--- config.mk ---
export PLATFORM = sky130hd
export DESIGN_NAME = ntt_shuffle_top
export DESIGN_NICKNAME = d
export VERILOG_FILES = /design/src/hdl/ntt_shuffle_pkg.sv /design/src/hdl/ntt_shuffle_buffer.sv /design/src/hdl/ntt_shuffle_lfsr.sv /design/src/hdl/ntt_shuffle_rd_sched.sv /design/src/hdl/ntt_shuffle_top.sv
export SDC_FILE = /design/constraint.sdc
export NUM_CORES = 1
export LEC_CHECK = 0
export BUFFER_PORTS_ARGS = -buffer_cell sky130_fd_sc_hd__buf_2
export CAP_MARGIN = 20
export CORE_ASPECT_RATIO = 0.9
export CORE_MARGIN = 3
export CORE_UTILIZATION = 25
export DETAILED_ROUTE_END_ITERATION = 8
export GPL_TIMING_DRIVEN = 0
export PLACE_DENSITY_LB_ADDON = 0.05
export SLEW_MARGIN = 10
export SYNTH_ARGS = -nofsm -noshare
export SYNTH_HDL_FRONTEND = slang
export SYNTH_SLANG_ARGS = --single-unit
--- constraint.sdc ---
create_clock -name clk -period 15.2 [get_ports clk]
set_input_delay 0 -clock clk [delete_from_list [all_inputs] [get_ports clk]]
set_output_delay 0 -clock clk [all_outputs]
set_load 0.05 [all_outputs]
--- src/hdl/ntt_shuffle_pkg.sv ---
/*
 * NTT shuffle stage package
 * Holds the coefficient, row and column types, the lane count, the LFSR
 * constants and the scheduler state encoding shared by the reorder stage
 */
package ntt_shuffle_pkg;

    // the lane count is fixed by the butterfly, four coefficients per row
    // and four rows per block
    localparam int NUM_LANES = 4;

    // width of one coefficient in bits
    localparam int COEFF_W = 24;

    // a single coefficient as it sits in memory
    typedef logic [COEFF_W-1:0] coeff_t;

    // one row of four coefficients, lane 0 in the low bits
    typedef logic [NUM_LANES*COEFF_W-1:0] row_t;

    // index of a column or a row inside a 4x4 block
    typedef logic [1:0] col_idx_t;

    // state of the random source
    typedef logic [15:0] lfsr_t;

    // nonzero starting value, an all-zero state would lock the LFSR
    localparam lfsr_t LFSR_SEED = 16'hACE1;

    // right-shifting Galois mask for taps 16, 14, 13 and 11
    localparam lfsr_t LFSR_TAPS = 16'hB400;

    // one output column together with the index it was read from
    // lane r of data holds the coefficient of row r in that column
    typedef struct packed {
        col_idx_t col;
        row_t     data;
    } col_out_t;

    // read scheduler states
    // idle waits for a finished block, busy walks the remaining columns
    typedef enum logic {
        RD_IDLE,
        RD_BUSY
    } rd_state_t;

endpackage

--- src/hdl/ntt_shuffle_buffer.sv ---
/*
 * NTT shuffle ping-pong buffer
 * Collects four rows into one half of a 2x4x4 coefficient store, flips
 * halves on every full block and returns one column of the other half
 */
module ntt_shuffle_buffer (
    input  logic                      clk,
    input  logic                      reset_n,
    input  logic                      zeroize,
    input  logic                      in_valid,
    input  ntt_shuffle_pkg::row_t     in_row,
    input  ntt_shuffle_pkg::col_idx_t rd_col,
    output logic                      block_done,
    output ntt_shuffle_pkg::row_t     rd_data
);
    import ntt_shuffle_pkg::*;

    // two halves of four rows each, mem[half][row]
    row_t mem [2][NUM_LANES];

    // row counter inside the block being written
    col_idx_t row_cnt;

    // half that is currently written, the other one is readable
    logic wr_half;
    logic rd_half;

    // fourth row of a block is being taken this cycle
    logic last_row;

    assign last_row = in_valid && (row_cnt == col_idx_t'(NUM_LANES - 1));
    assign rd_half  = ~wr_half;

    // write side sequencing
    // the counter wraps by itself after row 3, and the same edge flips
    // the write half so the finished block becomes readable at once
    always_ff @(posedge clk or negedge reset_n) begin
        if (!reset_n) begin
            row_cnt <= '0;
            wr_half <= 1'b0;
        end else if (zeroize) begin
            row_cnt <= '0;
            wr_half <= 1'b0;
        end else if (in_valid) begin
            row_cnt <= row_cnt + col_idx_t'(1);
            if (last_row) begin
                wr_half <= ~wr_half;
            end
        end
    end

    // block_done is one cycle behind the fourth row strobe
    always_ff @(posedge clk or negedge reset_n) begin
        if (!reset_n) begin
            block_done <= 1'b0;
        end else if (zeroize) begin
            block_done <= 1'b0;
        end else begin
            block_done <= last_row;
        end
    end

    // coefficient store
    // zeroize wipes both halves so nothing from an earlier key survives
    always_ff @(posedge clk) begin
        if (zeroize) begin
            for (int h = 0; h < 2; h++) begin
                for (int r = 0; r < NUM_LANES; r++) begin
                    mem[h][r] <= '0;
                end
            end
        end else if (in_valid) begin
            mem[wr_half][row_cnt] <= in_row;
        end
    end

    // column read
    // lane r of the result is coefficient rd_col of row r, which turns
    // the stored rows into a column of the block
    always_comb begin
        rd_data = '0;
        for (int r = 0; r < NUM_LANES; r++) begin
            rd_data[r*COEFF_W +: COEFF_W] = mem[rd_half][r][rd_col*COEFF_W +: COEFF_W];
        end
    end

    // the row counter spaces blocks at least four cycles apart
    a_done_single: assert property (@(posedge clk) disable iff (!reset_n)
        block_done |=> !block_done)
        else $error("block_done held for more than one cycle");

    // zeroize restarts the row count, so no block can be announced
    // before four fresh rows have been written
    a_done_zeroize: assert property (@(posedge clk) disable iff (!reset_n)
        zeroize |=> !block_done [*4])
        else $error("block_done raised within four cycles of zeroize");

endmodule

--- src/hdl/ntt_shuffle_lfsr.sv ---
/*
 * NTT shuffle random source
 * Free-running 16-bit Galois LFSR whose low bits pick the start column
 * of a shuffled block
 */
module ntt_shuffle_lfsr (
    input  logic                   clk,
    input  logic                   reset_n,
    input  logic                   zeroize,
    output ntt_shuffle_pkg::lfsr_t lfsr_rand
);
    import ntt_shuffle_pkg::*;

    lfsr_t state;
    lfsr_t state_nxt;

    // shift right, and when a one falls out of bit 0 fold it back
    // through the tap mask
    always_comb begin
        state_nxt = {1'b0, state[15:1]};
        if (state[0]) begin
            state_nxt = state_nxt ^ LFSR_TAPS;
        end
    end

    // steps on every clock, zeroize brings it back to the seed so that
    // the sequence restarts from a known point
    always_ff @(posedge clk or negedge reset_n) begin
        if (!reset_n) begin
            state <= LFSR_SEED;
        end else if (zeroize) begin
            state <= LFSR_SEED;
        end else begin
            state <= state_nxt;
        end
    end

    assign lfsr_rand = state;

    // a maximal-length sequence never passes through zero once seeded
    a_state_nonzero: assert property (@(posedge clk) disable iff (!reset_n)
        state != '0)
        else $error("lfsr reached the all-zero lock-up state");

endmodule

--- src/hdl/ntt_shuffle_rd_sched.sv ---
/*
 * NTT shuffle read scheduler
 * Walks the four columns of each finished block from an in-order or a
 * random start column and registers every column to the output
 */
module ntt_shuffle_rd_sched (
    input  logic                      clk,
    input  logic                      reset_n,
    input  logic                      zeroize,
    input  logic                      shuffle_en,
    input  logic                      block_done,
    input  ntt_shuffle_pkg::lfsr_t    lfsr_rand,
    input  ntt_shuffle_pkg::row_t     rd_data,
    output ntt_shuffle_pkg::col_idx_t rd_col,
    output logic                      out_valid,
    output ntt_shuffle_pkg::col_out_t out_col
);
    import ntt_shuffle_pkg::*;

    rd_state_t state;

    // start column of the current walk and the offset from it
    col_idx_t start_q;
    col_idx_t step;

    // start column chosen in the block_done cycle
    col_idx_t start_sel;

    // a column is being read this cycle
    logic rd_active;

    assign start_sel = shuffle_en ? lfsr_rand[1:0] : '0;
    assign rd_active = block_done || (state == RD_BUSY);

    // the first column is read in the block_done cycle itself, the
    // remaining three follow from the latched start, wrapping modulo 4
    assign rd_col = block_done ? start_sel : col_idx_t'(start_q + step);

    // walk FSM
    // busy covers steps 1 to 3, the walk is over after step 3 so that a
    // block arriving on the very next cycle starts without a gap
    always_ff @(posedge clk or negedge reset_n) begin
        if (!reset_n) begin
            state   <= RD_IDLE;
            start_q <= '0;
            step    <= '0;
        end else if (zeroize) begin
            state   <= RD_IDLE;
            start_q <= '0;
            step    <= '0;
        end else begin
            case (state)
                RD_IDLE: begin
                    if (block_done) begin
                        state   <= RD_BUSY;
                        start_q <= start_sel;
                        step    <= col_idx_t'(1);
                    end
                end
                RD_BUSY: begin
                    step <= step + col_idx_t'(1);
                    if (step == col_idx_t'(NUM_LANES - 1)) begin
                        state <= RD_IDLE;
                    end
                end
                default: begin
                    state <= RD_IDLE;
                end
            endcase
        end
    end

    // output strobe, one cycle after each column read
    always_ff @(posedge clk or negedge reset_n) begin
        if (!reset_n) begin
            out_valid <= 1'b0;
        end else if (zeroize) begin
            out_valid <= 1'b0;
        end else begin
            out_valid <= rd_active;
        end
    end

    // output payload only moves on a read, out_valid qualifies it
    always_ff @(posedge clk) begin
        if (rd_active) begin
            out_col.col  <= rd_col;
            out_col.data <= rd_data;
        end
    end

    // a new block may only be announced once the last column of the
    // previous walk has been issued, otherwise the buffer half would be
    // overwritten under the read
    a_no_overlap: assert property (@(posedge clk) disable iff (!reset_n)
        block_done |-> (state == RD_IDLE))
        else $error("block_done arrived while a column walk was in progress");

endmodule

--- src/hdl/ntt_shuffle_top.sv ---
/*
 * NTT shuffle reorder stage
 * Transposes incoming rows of four coefficients into columns, optionally
 * starting each block at a random column
 */
module ntt_shuffle_top (
    input  logic                      clk,
    input  logic                      reset_n,
    input  logic                      zeroize,
    input  logic                      shuffle_en,
    input  logic                      in_valid,
    input  ntt_shuffle_pkg::row_t     in_row,
    output logic                      out_valid,
    output ntt_shuffle_pkg::col_out_t out_col
);
    import ntt_shuffle_pkg::*;

    // buffer to scheduler
    logic     block_done;
    row_t     rd_data;
    col_idx_t rd_col;

    // random source to scheduler
    lfsr_t    lfsr_rand;

    // store of two 4x4 blocks, written row by row
    ntt_shuffle_buffer buffer_i (
        .clk        (clk),
        .reset_n    (reset_n),
        .zeroize    (zeroize),
        .in_valid   (in_valid),
        .in_row     (in_row),
        .rd_col     (rd_col),
        .block_done (block_done),
        .rd_data    (rd_data)
    );

    // runs freely, the scheduler samples it when a block completes
    ntt_shuffle_lfsr lfsr_i (
        .clk       (clk),
        .reset_n   (reset_n),
        .zeroize   (zeroize),
        .lfsr_rand (lfsr_rand)
    );

    // column walk and output register
    ntt_shuffle_rd_sched rd_sched_i (
        .clk        (clk),
        .reset_n    (reset_n),
        .zeroize    (zeroize),
        .shuffle_en (shuffle_en),
        .block_done (block_done),
        .lfsr_rand  (lfsr_rand),
        .rd_data    (rd_data),
        .rd_col     (rd_col),
        .out_valid  (out_valid),
        .out_col    (out_col)
    );

endmodule

; ---- Yosys cells after proc, flatten, opt, wreduce, memory -nomap -nowiden
; Memories as Yosys holds them, arrays and structs flattened.
; Cells that the tools add are included.
[totals]
register_bits = 124
ramBits = 768
inputBits = 101
wordCells = 69
mem_count = 1
[memory_table]
columns = memory, words, word_bits, rd, rd_clocked_by_memory_dff, wr, line_no
row1 = buffer_i.mem, 2, 384, 1, 0, 2, ntt_shuffle_buffer.sv:19  ; row_t mem [2][NUM_LANES];
[op_classes]
n_addsub = 3
multipliers = 1
magnitude_cmp = 2
n_eq_ne = 4
shifts = 4
mux = 31
n_bitwise = 4
n_reduce_logical = 9
[ops]
columns = op, n
row1 = two-way mux 384 bit, 3
row2 = OR reduction 384 bit, 1
row3 = indexed part select 96 x 8 -> 24 bit, 4
row4 = demux 96 bit (select 2 bit), 1
row5 = two-way mux 96 bit, 1
row6 = two-way mux 16 bit, 2
row7 = two-way mux 2 bit, 9
row8 = two-way mux 1 bit, 13
row9 = nonzero test 2 bit, 3
row10 = "adder 2 x 1 -> 2 bit, second input constant", 2
row11 = "equality test 2 bit, second input constant", 2
row12 = "multiplier 2 x 2 -> 4 bit, second input constant", 1
row13 = NOT 3 -> 4 bit, 1
row14 = case mux 2 bit (2 select lines), 1
row15 = AND reduction 2 bit, 2
row16 = ">= comparator 3 bit, second input constant", 1
row17 = "< comparator 3 x 1 -> 1 bit, second input constant", 1
row18 = "inequality test 3 bit, second input constant", 1
row19 = NOT 2 -> 3 bit, 1
row20 = adder 2 bit, 1
row21 = logical AND 1 bit, 2
row22 = "inequality test 2 bit, second input constant", 1
row23 = NOT 1 bit, 2
row24 = case mux 1 bit (2 select lines), 1
row25 = logical OR 1 bit, 1

; ---- Longest topological paths before layout
; Gate-level depths: netlist of the first run.
[depth]
depth_word = 8
ltp_mapped = 8
mapped_depth_nobuf = 5

; ---- Hierarchy
; From an unflattened synthesis of the first run, not the netlist that was laid out.
[hier_totals]
cells_unflattened = 2067
area_unflattened_um2 = 36618.9
[by_module_without_submodules]
columns = module, n_inst, cells_per_inst, area_each_um2
row1 = ntt_shuffle_buffer, 1, 1901, 32810.2
row2 = ntt_shuffle_rd_sched, 1, 130, 3255.6
row3 = ntt_shuffle_lfsr, 1, 36, 553.0

; ---- Least setup slack after synthesis of the first run
; No wires, ideal clock.
[synth_path]
path_type = reg-to-reg
startpoint = register buffer_i.wr_half
endpoint = memory buffer_i.mem[0][0] in the netlist's numbering (enable)
setup_time_ps = 570
arrival_time_ps = 5423
required_time_ps = 14630
slack_ps = 9206
stages_incl_launch_ff = 6
path_buffers = 4
synth_period_minus_slack_ps = 5994
cell_sequence = dfrtp_1 > clkbuf_1 > buf_2 > buf_2 > buf_2 > o21bai_1
[synth_rtl]
columns = item, line_no
row1 = "start, declared", ntt_shuffle_buffer.sv:25  ; logic wr_half;
row2 = "start signal, assigned", ntt_shuffle_buffer.sv:47  ; wr_half <= ~wr_half;
row3 = "end, declared", ntt_shuffle_buffer.sv:19

==> results of run 1 <==
==> worst min-delay path by stage <==
stage | from | endpoint | slack (ns)
2_1_floorplan | reset_n | buffer_i.block_done$_DFF_PN0_ | -0.30
3_3_place_gp | reset_n | rd_sched_i.out_valid$_DFF_PN0_ | 0.05
3_5_place_dp | reset_n | rd_sched_i.out_valid$_DFF_PN0_ | 0.07
4_1_cts | zeroize | lfsr_i.lfsr_rand[1]$_DFF_PN0_ | 0.08
5_1_grt | in_row[38] | buffer_i.mem[1][326]$_SDFFCE_PN0P_ | 0.11
6_report | zeroize | lfsr_i.lfsr_rand[1]$_DFF_PN0_ | 0.13
==> per-stage QoR <==
stage	std cells	setup slack (ns)	area, um2	power, uW
6_report	4991	11.61	46900	5880
4_1_cts	4984	11.60	46900	5960
3_5_place_dp	4686	11.56	42500	3390
3_3_place_gp	4647	1.27	41500	3390
5_1_grt	4986	11.53	46900	6070
2_1_floorplan	2463	9.21	38000	3120
==> area by class of cell <==
type                            instances  area [um2]  area share
Inverter                                6        27.5    0.000586
Antenna cell                            6        15.0    0.000320
Multi-Input combinational cell       1411       10600       0.226
Timing Repair Buffer                  341        2980      0.0634
Buffer                                154         776      0.0165
Clock buffer                          142        2910      0.0620
Sequential cell                       892       26700       0.568
Tap cell                             1986        2480      0.0529
Clock inverter                         53         459     0.00978
==> routing by layer <==
metal / global-route usage / wire length [um]
met5: 0 / 7
met4: 0.0500 / 4030
met3: 0.0284 / 6420
met2: 0.345 / 78500
met1: 0.279 / 73500
==> registers in the layout (all words and copies together) (netlist names), 2 cells and up <==
name / cells
buffer_i.row_cnt: 2
buffer_i.mem: 768
rd_sched_i.start_q: 2
rd_sched_i.step: 2
lfsr_i.lfsr_rand: 16
rd_sched_i.out_col: 98
==> critical path, cell delays in order (launching register included) <==
cell and delay, ns:
dfrtp_1 0.32, clkbuf_1 0.16, buf_2 0.23, buf_2 0.71, buf_2 0.51, a31o_4 0.64, buf_16 0.33, buf_12 0.26
==> cell families (layout without fill, tap and decap cells) <==
| group | count (synthesis) | after routing |
|---|---|---|
| adder cells (fa/ha/maj) | 6 | 6 |
| buffers and inverters | 160 | 696 |
| other | 0 | 6 |
| multiplexers | 673 | 673 |
| flip-flops | 892 | 892 |
| AND/OR/NAND/NOR | 708 | 708 |
| AO/OA/AOI/OAI | 17 | 17 |
| XOR/XNOR | 7 | 7 |
==> Yosys cell counts (all sizes together) (4+ instances only) <==
| cell | n |
|---|---|
| mux2 | 96 |
| nand2b | 98 |
| xnor2 | 5 |
| clkbuf | 58 |
| o21bai | 4 |
| edfxtp | 866 |
| buf | 96 |
| mux2i | 577 |
| dfstp | 8 |
| inv | 6 |
| or2 | 7 |
| o21ai | 4 |
| nor2 | 393 |
| and2 | 192 |
| ha | 6 |
| nand3 | 4 |
| nand2 | 5 |
| dfrtp | 18 |
| nor2b | 8 |
==> power by group through the flow <==
stage	logic [uW]	registers, uW	clock network [uW]
2_1_floorplan	192	2930	0
3_3_place_gp	432	2950	0
3_5_place_dp	469	2920	0
4_1_cts	492	2870	2590
5_1_grt	504	2880	2690
6_report	475	2870	2530
==> what timing repair did <==
action / 4_1_cts / 5_1_grt
hold endpoints to repair: 813 / 0
hold buffers: 103 / 0
endpoints found under the setup margin: 0 / 0
==> impl_metrics.ini, run 1 <==
[critical_path]
r2r_slack_ns = 11.61
critPathMaxFanout = 30
crit_start = buffer_i.wr_half$_DFFE_PN0P_
reg2reg_to = buffer_i.mem[1][227]$_DFFE_PP_
r2r_cells = 7
worstSetupPathType = reg -> reg
endpoint = buffer_i.mem[1][227]$_DFFE_PP_
rr_startpoint = buffer_i.wr_half$_DFFE_PN0P_
crit_arrival_ns = 3.98
start_kind = flip-flop
crit_required_ns = 15.59
crit_path_end_kind = flip-flop

[hold_path]
hold_depth = 3
hp-class = in -> reg

[synthesis]
synth_top_family_by_area = multiplexers
synth_edf_count = 866
netlist_instances = 2463
syn_nets = 2570
synthArstFlopShare = 0.0291
synth-xor-area-share = 0.00161
synth.avg_cell_area_um2 = 15.4
synth.distinct_cells = 32
synth-compound-area-share = 0.00336
yosys_warnings = 0
yosysSeqAreaShare = 0.701
synth_flop_cell = edfxtp_1
yosys.area_share.adder = 0.00197
synthMuxAreaShare = 0.180
synth_top_area_frac = 0.684
synth_area_um2 = 38000
ys_top_cells_by_area = edfxtp_1, mux2i_1, nor2_1
synthSimpleGateAreaFrac = 0.0902
yosys.area.top_type = edfxtp_1
ys_seq_elements = 892

[clock_network]
cts_buffer_depth = 3
htreeDepth = 3
cts_setup_buffers = 0
insertion_delay_ns = 0.71
clockRootBuffer = clkbuf_16
clk_pin_slew_ns = 0.06
clock-sinks = 892
cts_tree = built
cts-resized-gates = 0
cts_buffers = 107

[floorplanning]
io-pin-count = 200
dieArea_um2 = 157000
start_util = 0.252
num_rows = 135
fp.coreArea_um2 = 151000
fp.dieW_um = 417
die_y_um = 376

[timing]
post-route-min-period_ns = 3.59
finalMaxSlewViolations = 0
setup_viol = 0
fin_tns_setup_ns = 0
rsz0062_at_grt = no
hold_slack_ns = 0.135
skew_ns = 0.0254
slew_headroom = 0.247
tightest_slew_ns = 1.13
fin_crit_sh = 0.236
fmax_mhz = 279
finalHoldViolCount = 0

[power]
peakVddDrop_uv = 88.5
seq_power_share = 0.488
internal_power_uw = 4460
p_switching_uw = 1420
p_sw_frac = 0.242
clkPwrFrac = 0.431
combPwrFrac = 0.081
cellLeakagePower_uw = 0.0161
p_per_area_nw_per_um2 = 125

[placement]
gp_congestion = 0.763
dp_hpwl_mm = 113
portBuffers = 198

[global_route]
grt_pass1_vias = 23500
grt_pass1_wl_mm = 215
track_usage = 0.205
grt_overflow = 0
antenna_found_initial = 13
grt_max_degree = 57

[drt]
ant_nets = 0
firstDrtPassIters = 6
routed_wl_mm = 162
drtIter0Drc = 1799
drc = 0
viasPerCell = 4.52
post_drt_wl_per_cell_um = 32.6
via_count = 22600

[finish]
drive_gt1_frac = 0.197
layout_commonest_cell = edfxtp_1
area_growth_pct = 23.5
final_util = 0.311
final_cell_mix = edfxtp_1, mux2i_1, nor2_1
fillers = 14900
nets = 3020

[run]
maxCapViolations = 0

[status]
outcome = finished, final reports clean
Power figures use the tool's default switching activity.
==> inputs of run 2 (changes only) <==
- clock period: 15.2 -> 3.6 ns (I/O delays scaled with it)
==> impl_metrics.ini, run 2 (synthesized netlist as in run 1, its figures left out) <==
[power]
peakVddDrop_uv = 358
p_sw_frac = 0.244
p_per_area_nw_per_um2 = 519
cellLeakagePower_uw = 0.0160
internal_power_uw = 18400
combPwrFrac = 0.083
clkPwrFrac = 0.418
p_switching_uw = 5940
seq_power_share = 0.499

[hold_path]
hp-class = in -> reg
hold_end = buffer_i.mem[1][323]$_SDFFCE_PN0P_
hold_start = in_row[35]
hold_depth = 3

[clock_network]
cts_setup_buffers = 0
cts_buffers = 105
clk_pin_slew_ns = 0.06
htreeDepth = 3
clockRootBuffer = clkbuf_16
clock-sinks = 892
cts_buffer_depth = 3
cts_tree = built
insertion_delay_ns = 0.73

[global_route]
grt_pass1_wl_mm = 214
antenna_found_initial = 10
grt_max_degree = 57
grt_overflow = 0
track_usage = 0.205
grt_pass1_vias = 23600

[floorplanning]
die_y_um = 376
num_rows = 135
fp.coreArea_um2 = 151000
fp.dieW_um = 417
start_util = 0.252
dieArea_um2 = 157000
io-pin-count = 200

[critical_path]
critPathMaxFanout = 32
worstSetupPathType = reg -> reg
critical_path.cell_chain = clkbuf_1 > buf_2 > buf_4 > buf_2 > a31o_4 > buf_12 > buf_16 > buf_12
rr_startpoint = buffer_i.wr_half$_DFFE_PN0P_
cp_top_family = buffers and inverters
r2r_cells = 8
critPathSlowestCell = a31o_4
r2r_slack_ns = 0.14
cp_num_buf_inv = 7
crit_path_max_incr_delay_ns = 0.53
crit_arrival_ns = 3.86
reg2reg_to = buffer_i.mem[1][178]$_DFFE_PP_
start_kind = flip-flop
crit_required_ns = 4.00
crit_path_end_kind = flip-flop

[finish]
fillers = 15000
layout_commonest_cell = edfxtp_1
nets = 3017
multi_input_area_um2 = 10600
regMostFlops = buffer_i.mem
final_area_um2 = 46800
drive_gt1_frac = 0.192
largest_register_ffs = 768
final_cell_mix = edfxtp_1, mux2i_1, nor2_1
ff_latch_area_um2 = 26700
area_growth_pct = 23.0

[drt]
drtIter0Drc = 1616
post_drt_wl_per_cell_um = 32.5
ant_nets = 0
drc = 0
routed_wl_mm = 162
firstDrtPassIters = 5
via_count = 22300
viasPerCell = 4.48

[placement]
dp_slack_ns = -0.205
place_area_um2 = 42500
dp_hpwl_mm = 113
gp_congestion = 0.768
portBuffers = 198

[timing]
finalHoldViolCount = 0
rsz0062_at_grt = no
slew_headroom = 0.183
worst_slack_ns = 0.142
post-route-min-period_ns = 3.46
skew_ns = 0.0318
finalMaxSlewViolations = 0
fmax_mhz = 289
fin_crit_sh = 0.960
setup_viol = 0
tightest_slew_ns = 1.19

[status]
outcome = finished, final reports clean

[run]
maxCapViolations = 0
[run 2: cell types whose count changed in the layout (fill, tap and decap cells not counted), moves of 2 or more]
| cell | change |
|---|---|
| clkinv_2 | -8 |
| clkbuf_8 | -4 |
| bufinv_16 | -4 |
| clkinv_1 | +11 |
| clkbuf_16 | -2 |
| buf_16 | +2 |
| buf_8 | -2 |
| clkinv_8 | +2 |
[run 2: power by group through the flow]
stage	logic, uW	registers, uW	clock network, uW
2_1_floorplan	812	12400	0
3_3_place_gp	1830	12400	0
3_5_place_dp	1990	12300	0
4_1_cts	2090	12100	10400
5_1_grt	2140	12200	10800
6_report	2010	12100	10200
[run 2: per-stage QoR]
step                       util  std cells  TNS (ns)  hold WS (ns)  power, uW
after global placement    0.275       4647  -2941.61        0.0411      14200
after floorplan               -       2463   -139.46        -0.296      13200
after detailed placement  0.282       4686     -6.54        0.0702      14300
final                     0.310       4986         0         0.119      24300
after global routing      0.310       4981         0         0.107      25100
after CTS                 0.310       4979         0        0.0701      24600
[run 2: worst max-delay path by stage]
stage	startpoint	endpoint	slack [ns]	depth (start not counted)
floorplan	buffer_i.wr_half$_DFFE_PN0P_	buffer_i.mem[0][100]$_SDFFCE_PN0P_	-0.36	5
detailed placement	buffer_i.wr_half$_DFFE_PN0P_	buffer_i.mem[1][178]$_DFFE_PP_	-0.21	8
CTS	buffer_i.wr_half$_DFFE_PN0P_	buffer_i.mem[1][153]$_DFFE_PP_	0.08	8
finish	buffer_i.wr_half$_DFFE_PN0P_	buffer_i.mem[1][178]$_DFFE_PP_	0.14	8
global placement	in_valid	buffer_i.mem[0][34]$_SDFFCE_PN0P_	-5.15	6
global route	buffer_i.wr_half$_DFFE_PN0P_	buffer_i.mem[1][153]$_DFFE_PP_	0.03	8
[run 2: area by class of cell]
type | instances | share of cell area
buffer | 154 | 0.0166
inverter | 6 | 0.000589
sequential | 892 | 0.570
clock inverter | 55 | 0.00837
clock buffer | 135 | 0.0599
timing repair buffer | 340 | 0.0638
tap | 1986 | 0.0531
antenna | 7 | 0.000375
multi-input combinational | 1411 | 0.227
[run 2: worst reg2reg max path: stages (launching register included)]
cell and delay, ns:
dfrtp_1 0.35, clkbuf_1 0.18, buf_2 0.23, buf_4 0.46
buf_2 0.46, a31o_4 0.54, buf_12 0.31, buf_16 0.28
buf_12 0.28
[run 2: timing repair]
action                     CTS  global route
setup endpoints to repair   58             0
hold endpoints to repair   809             0
resized for setup            1             0
hold buffers               103             0
[run 2: metal layers]
metal	global-route usage	vias up	wire [um]
li1	-	9927	-
met1	0.275	11600	72800
met2	0.338	603	76600
met3	0.0299	191	6250
met4	0.0737	2	6470
met5	0	-	7
